`src/rtl/ddr3_byte_packer.sv`:
```
`default_nettype none

module ddr3_byte_packer #(
   parameter int word_bytes = 8
) (
   input  wire logic                              clk,
   input  wire logic                              reset,
   input  wire logic [27:0]                       byte_addr,
   input  wire logic [7:0]                        byte_data,
   input  wire logic                              upload,
   input  wire logic                              byte_wr,
   output logic                                   byte_ready,
   output logic [27-$clog2(word_bytes):0]         ddr3_word_addr,
   output logic [8*word_bytes-1:0]                ddr3_din,
   output logic [word_bytes-1:0]                  ddr3_be,
   output logic                                   ddr3_we,
   input  wire logic                              ddr3_busy
);

   localparam int lane_bits = $clog2(word_bytes);

   logic [lane_bits-1:0] lane;
   logic                 upload_q;

   assign lane       = byte_addr[lane_bits-1:0];
   assign byte_ready = !ddr3_we;  // No new byte while a word is waiting.

   always_ff @(posedge clk) begin
      if (byte_wr) begin
         ddr3_din[8*lane +: 8] <= byte_data;
         ddr3_word_addr        <= byte_addr[27:lane_bits];
      end
   end

   always_ff @(posedge clk) begin
      if (reset) begin
         ddr3_we  <= 1'b0;
         ddr3_be  <= '0;
         upload_q <= 1'b0;
      end else begin
         upload_q <= upload;
         if (ddr3_we && !ddr3_busy) begin
            ddr3_we <= 1'b0;
            ddr3_be <= '0;
         end
         if (byte_wr) begin
            ddr3_be[lane] <= 1'b1;
            if (lane == (word_bytes - 1)) ddr3_we <= 1'b1;
         end else if (upload_q && !upload && !ddr3_we && ddr3_be != '0) begin
            ddr3_we <= 1'b1;  // Partial word left at the end of a dump.
         end
      end
   end

endmodule

`default_nettype wire

```
`config.mk`:
```
export PLATFORM = sky130hd
export DESIGN_NAME = ddr3_byte_packer
export DESIGN_NICKNAME = d
export VERILOG_FILES = /design/src/rtl/ddr3_byte_packer.sv
export SDC_FILE = /design/constraint.sdc
export NUM_CORES = 1
export LEC_CHECK = 0
export ABC_AREA = 1
export BUFFER_PORTS_ARGS = -buffer_cell sky130_fd_sc_hd__clkbuf_2
export CORE_MARGIN = 3
export CORE_UTILIZATION = 45
export CTS_CLUSTER_DIAMETER = 80
export DETAILED_ROUTE_END_ITERATION = 8
export GPL_ROUTABILITY_DRIVEN = 0
export PLACE_DENSITY = 0.77
export SLEW_MARGIN = 20
export SYNTH_ARGS = -nofsm -noshare
export SYNTH_HDL_FRONTEND = slang
export SYNTH_SLANG_ARGS = --single-unit
```
`constraint.sdc`:
```
create_clock -name clk -period 3.05 [get_ports clk]
set_input_delay 0.4575 -clock clk [delete_from_list [all_inputs] [get_ports clk]]
set_output_delay 0.4575 -clock clk [all_outputs]
set_load 0.01 [all_outputs]
```
==> impl_metrics.json, run 1 <==
{
  "cts.sinks": 99,
  "ir_drop_uv": 344,
  "dieArea_sq_um": 9890,
  "rsz0062_at_grt": "no",
  "grt_overflow_total": 0,
  "dp.cells": 557,
  "clk-insertion-delay-late_ps": 360,
  "endpoint_kind": "flip-flop",
  "fp.dieW_um": 99.5,
  "clkTransAtPathRegs_ps": 100,
  "setup_tns_ps": 0,
  "antenna_found_initial": 0,
  "avgViaCountPerCell": 4.91,
  "finalHoldViolCount": 0,
  "ys.flop_type": "edfxtp_1",
  "firstDrtPassIters": 6,
  "ys_warn_count": 0,
  "post-cts-setup-buffers": 0,
  "maxSlewViolCount": 0,
  "fin_crit_sh_pct": 77.8,
  "hpwl_mm": 7.13,
  "yosysSeqAreaShare_pct": 73.1,
  "r2r_slack_ps": 2150,
  "io_buffers": 139,
  "crit_path_end": "ddr3_din[26]",
  "fmax_mhz": 421,
  "r2r_cells": 3,
  "wl_per_cell_um": 16.2,
  "syn_area_sq_um": 3930,
  "p_leak_nw": 1.95,
  "crit_path_start": "byte_addr[0]",
  "fin_cells": 573,
  "max-cap-violations": 0,
  "async_flop_share_pct": 0,
  "track_usage_pct": 19.0,
  "worst_ep_arrival_time_ps": 2450,
  "synth_edf_count": 89,
  "final_layout_size_suffix_gt1_share_pct": 38.2,
  "grt_start_max_net_pins": 24,
  "clockBufferDepth": 2,
  "place_ws_ps": 353,
  "drt-initial-drc-count": 213,
  "hp-class": "in -> reg",
  "p_per_area_nw_per_um2": 552,
  "cts_hold_buf": 0,
  "synth.distinct_cells": 22,
  "io_pins": 140,
  "syn-instance-count": 314,
  "critPathRequiredTime_ps": 3120,
  "crit_type": "in -> reg",
  "syn_avg_cell_area_sq_um": 12.5,
  "finalNetCount": 510,
  "drc": 0,
  "setup_viol": 0,
  "initial_core_util_pct": 47.1,
  "grt_pass1_vias": 2776,
  "synth_nets": 361,
  "cts_buffers": 9,
  "core_sq_um": 8340,
  "die-height_um": 99.5,
  "critPathMaxFanout": 13,
  "rows": 33,
  "worst_pin_slew_ps": 491,
  "via_count": 2814,
  "root_buffer": "clkbuf_8",
  "setup_slack_ps": 676,
  "ys_ff_latch": 99,
  "cts_resized": 0,
  "area_growth_pct": 26.6,
  "grt_pass1_wl_mm": 14.3,
  "status": "complete, no violations",
  "detail-route-antenna-nets": 0,
  "layout_min_cycle_time_ps": 2370,
  "slew_headroom_pct": 67.3,
  "r2r-start": "ddr3_we",
  "r2r_end": "ddr3_be[3]",
  "cts_tree": "built",
  "htree_levels": 3,
  "finClkSkew_ps": 5.54,
  "finalWirelength_mm": 9.29,
  "n_antenna_cell": 0,
  "start_kind": "input port"
}
[power by group]
| group | total (mW) | internal (mW) | switching [mW] |
|---|---|---|---|
| registers | 1.55 | 1.53 | 0.0182 |
| logic | 0.281 | 0.0943 | 0.187 |
| clock network | 0.910 | 0.464 | 0.446 |
[cell usage after synthesis (4+ instances only)]
master | n | area, sq um
a21oi_1 | 9 | 45.0
inv_1 | 39 | 146
buf_2 | 4 | 20.0
edfxtp_1 | 89 | 2670
clkbuf_1 | 4 | 15.0
dfxtp_1 | 10 | 200
nor4_1 | 4 | 25.0
nor3_1 | 27 | 135
nor2_1 | 57 | 214
ha_1 | 6 | 75.1
nand2_1 | 41 | 154
nor2_4 | 10 | 113
[placed cells by master (no fill, tap or decap)]
cell type / count
ha_1: 6
nand2_1: 41
nand2_4: 2
inv_6: 1
bufinv_16: 2
clkbuf_8: 9
nand4_1: 1
clkbuf_1: 1
buf_4: 12
nand3_1: 2
a21oi_1: 9
clkinvlp_4: 2
nor4_1: 4
clkbuf_2: 139
or2_1: 1
clkinv_2: 1
o21ai_0: 2
inv_4: 1
nor3_1: 27
dfxtp_1: 10
inv_1: 39
nor2_1: 57
nor2_4: 10
edfxtp_1: 89
[cell families after synthesis]
family,after synthesis,synth area share [%]
AND/OR/NAND/NOR,145,17.4
flip-flops,99,73.1
buffers and inverters,53,6.14
AO/OA/AOI/OAI,11,1.40
adder cells (fa/ha/maj),6,1.91
[worst min-delay path by stage]
stage                             start           endpoint  depth (start not counted)
after floorplan              ddr3_be[0]         ddr3_be[0]                          2
after global placement       ddr3_be[2]         ddr3_be[2]                          2
after detailed placement     ddr3_be[5]         ddr3_be[5]                          2
after CTS                  byte_addr[3]  ddr3_word_addr[0]                          1
after global routing       byte_addr[5]  ddr3_word_addr[2]                          1
final                     byte_addr[11]  ddr3_word_addr[8]                          1
[registers in the layout, indices dropped and copies added, names as in the netlist]
name	cells
ddr3_din	64
ddr3_word_addr	25
ddr3_be	8
ddr3_we	1
upload_q	1
[layer usage]
layer	part of all wire (%)	vias up	wire length [um]	global-route usage (%)
met5	0	-	0	0
met1	39	1312	3600	24.7
li1	-	1341	-	-
met3	8.2	17	763	3.79
met4	1.8	0	167	7.46
met2	51	144	4760	31.6
[worst max-delay path, stage by stage]
cell	delay, ps
clkbuf_2	240
inv_4	130
ha_1	240
ha_1	540
inv_1	260
nor4_1	340
buf_4	230
[area by class of cell]
class	instances	area [sq um]
sequential	99	2870
clock inverter	6	88.8
tap	105	131
inverter	40	153
timing repair buffer	151	786
fill	684	3370
clock buffer	10	128
multi-input combinational	162	816
[metrics by stage]
stage	power, mW	hold WS, ps	utilization, %	instance area, sq um
6_report	2.74	262	59.6	4970
5_1_grt	2.84	247	59.6	4970
4_1_cts	2.76	249	59.6	4970
3_5_place_dp	1.86	474	57.1	4760
3_3_place_gp	1.85	475	57.1	4760
2_1_floorplan	1.74	502	-	3930
Power figures use the tool's default switching activity.
==> run 2: changes to the inputs <==
--- a/config.mk
+++ b/config.mk
@@ -8,11 +8,11 @@
 export ABC_AREA = 1
 export BUFFER_PORTS_ARGS = -buffer_cell sky130_fd_sc_hd__clkbuf_2
 export CORE_MARGIN = 3
-export CORE_UTILIZATION = 45
+export CORE_UTILIZATION = 49
 export CTS_CLUSTER_DIAMETER = 80
 export DETAILED_ROUTE_END_ITERATION = 8
 export GPL_ROUTABILITY_DRIVEN = 0
-export PLACE_DENSITY = 0.77
+export PLACE_DENSITY = 0.8
 export SLEW_MARGIN = 20
 export SYNTH_ARGS = -nofsm -noshare
 export SYNTH_HDL_FRONTEND = slang
==> constraint.sdc (replaced) <==
create_clock -name clk -period 2.2 [get_ports clk]
set_input_delay 0.33 -clock clk [delete_from_list [all_inputs] [get_ports clk]]
set_output_delay 0.33 -clock clk [all_outputs]
set_load 0.01 [all_outputs]
==> run 2 against run 1 <==
Clock-buffer cell count is 1 lower. Wire length is 8.0% lower. Global-route usage is 0.22 points lower. Final cell count is 0.70% higher. Sequential cell count stayed put. Combinational power is 50% higher. Largest power group unchanged. Highest routed layer unchanged.
==> impl_metrics.json, run 2 (synthesized netlist as in run 1, its figures left out) <==
{
  "n_antenna_cell": 0,
  "clockBufferDepth": 2,
  "final_common_cell": "clkbuf_2",
  "area_growth_pct": 30.1,
  "reg_top3": "ddr3_din x64, ddr3_word_addr x25, ddr3_be x8",
  "swShare_pct": 23.6,
  "finalNetCount": 518,
  "clk-insertion-delay-late_ps": 350,
  "p_comb_share_pct": 11.0,
  "grt_start_max_net_pins": 29,
  "rows": 32,
  "cts_resized": 0,
  "via_count": 2781,
  "grt_pass1_wl_mm": 12.8,
  "p_per_area_nw_per_um2": 746,
  "worst_pin_slew_ps": 423,
  "cts_buffers": 9,
  "p_leak_nw": 1.99,
  "firstDrtPassIters": 4,
  "dieArea_sq_um": 9130,
  "avgViaCountPerCell": 4.82,
  "final_layout_size_suffix_gt1_share_pct": 40.8,
  "rsz0062_at_grt": "no",
  "start_kind": "input port",
  "layout_common_cells": "clkbuf_2 (139), edfxtp_1 (89), nor2_1 (56), nand2_1 (41), inv_1 (39)",
  "track_usage_pct": 18.8,
  "worstPathCellList": "clkbuf_2 > inv_1 > ha_1 > ha_4 > nand2_4 > or2_1 > nor2_2",
  "slew_headroom_pct": 71.8,
  "cts_hold_buf": 0,
  "layout_min_cycle_time_ps": 1710,
  "crit_type": "in -> reg",
  "largest_reg_flops": 64,
  "cts_tree": "built",
  "placed_area_sq_um": 4900,
  "p_sw_uw": 903,
  "grt_pass1_vias": 2730,
  "drc": 0,
  "critPathBufInv": 2,
  "worst_ep_arrival_time_ps": 1720,
  "hpwl_mm": 6.60,
  "io_buffers": 139,
  "finalWirelength_mm": 8.54,
  "endpoint_kind": "flip-flop",
  "clkTransAtPathRegs_ps": 100,
  "antenna_found_initial": 0,
  "slowest_delay_ps": 340,
  "slowest_stage": "nor2_2",
  "finalHoldViolCount": 0,
  "fp.dieW_um": 95.6,
  "setup_viol": 0,
  "fin_area_sq_um": 5110,
  "fin_cells": 577,
  "htree_levels": 3,
  "maxSlewViolCount": 0,
  "io_pins": 140,
  "setup_slack_ps": 495,
  "p_int_mw": 2.91,
  "top_register": "ddr3_din",
  "cts.sinks": 99,
  "finClkSkew_ps": 1.77,
  "pwr-share-clk_pct": 32.6,
  "critPathMaxFanout": 8,
  "fmax_mhz": 586,
  "status": "complete, no violations",
  "detail-route-antenna-nets": 0,
  "hp-class": "in -> reg",
  "fin_crit_sh_pct": 77.5,
  "critPathRequiredTime_ps": 2210,
  "ir_drop_uv": 429,
  "root_buffer": "clkbuf_8",
  "wl_per_cell_um": 14.8,
  "drt-initial-drc-count": 190,
  "setup_tns_ps": 0,
  "grt_overflow_total": 0,
  "initial_core_util_pct": 50.6,
  "die-height_um": 95.6,
  "r2r_slack_ps": 1310,
  "place_ws_ps": 121,
  "hold_slack_ps": 136,
  "max-cap-violations": 0,
  "core_sq_um": 7770,
  "fillers": 615,
  "post-cts-setup-buffers": 0,
  "crit_family": "simple AND/OR/NAND/NOR gates",
  "seq_power_share_pct": 56.4,
  "dp.cells": 562
}
## run 2: cell types whose count changed in the layout (fill, tap and decap cells not counted), moves of 2 or more
cell / delta
clkinvlp_4: -2
buf_4: +8
clkinv_4: +2
nor4_1: -4
nor4_4: +4
nor3_1: -2
nor3_2: +2
## run 2: routing by layer
metal / GRT usage [%] / share of wire [%] / up-vias
li1: - / - / 1354
met1: 22.1 / 40 / 1307
met2: 34.2 / 53 / 109
met3: 4.50 / 6.7 / 11
met4: 4.98 / 1.1 / 0
met5: 0 / 0 / -
## run 2: cell type report
cell class	instances	area (sq um)	area share, %
clock inverter	6	90.1	1.76
sequential	99	2870	56.2
tap	102	128	2.50
clock buffer	9	124	2.42
timing repair buffer	159	846	16.5
multi-input combinational	162	901	17.6
inverter	40	153	2.99
## run 2: through the flow
stage | utilization [%] | total power [mW]
after global routing | 65.8 | 3.96
after detailed placement | 63.1 | 2.62
after CTS | 65.8 | 3.83
after global placement | 63.1 | 2.60
final | 65.8 | 3.82
after floorplan | - | 2.43
## run 2: final timing paths
kind                              startpoint           endpoint  depth (start not counted)
worst max register to register    ddr3_be[1]            ddr3_we                          4
worst min register to register    ddr3_be[4]         ddr3_be[4]                          2
worst min-delay path            byte_addr[5]  ddr3_word_addr[2]                          1
worst max-delay path            byte_addr[1]       ddr3_din[35]                          7
## run 2: power by group through the flow
stage,clock (mW),sequential (mW),combinational [mW]
final,1.24,2.15,0.421
after detailed placement,0,2.20,0.420
after global placement,0,2.19,0.408
after floorplan,0,2.24,0.198
after global routing,1.34,2.16,0.459
after CTS,1.26,2.15,0.422
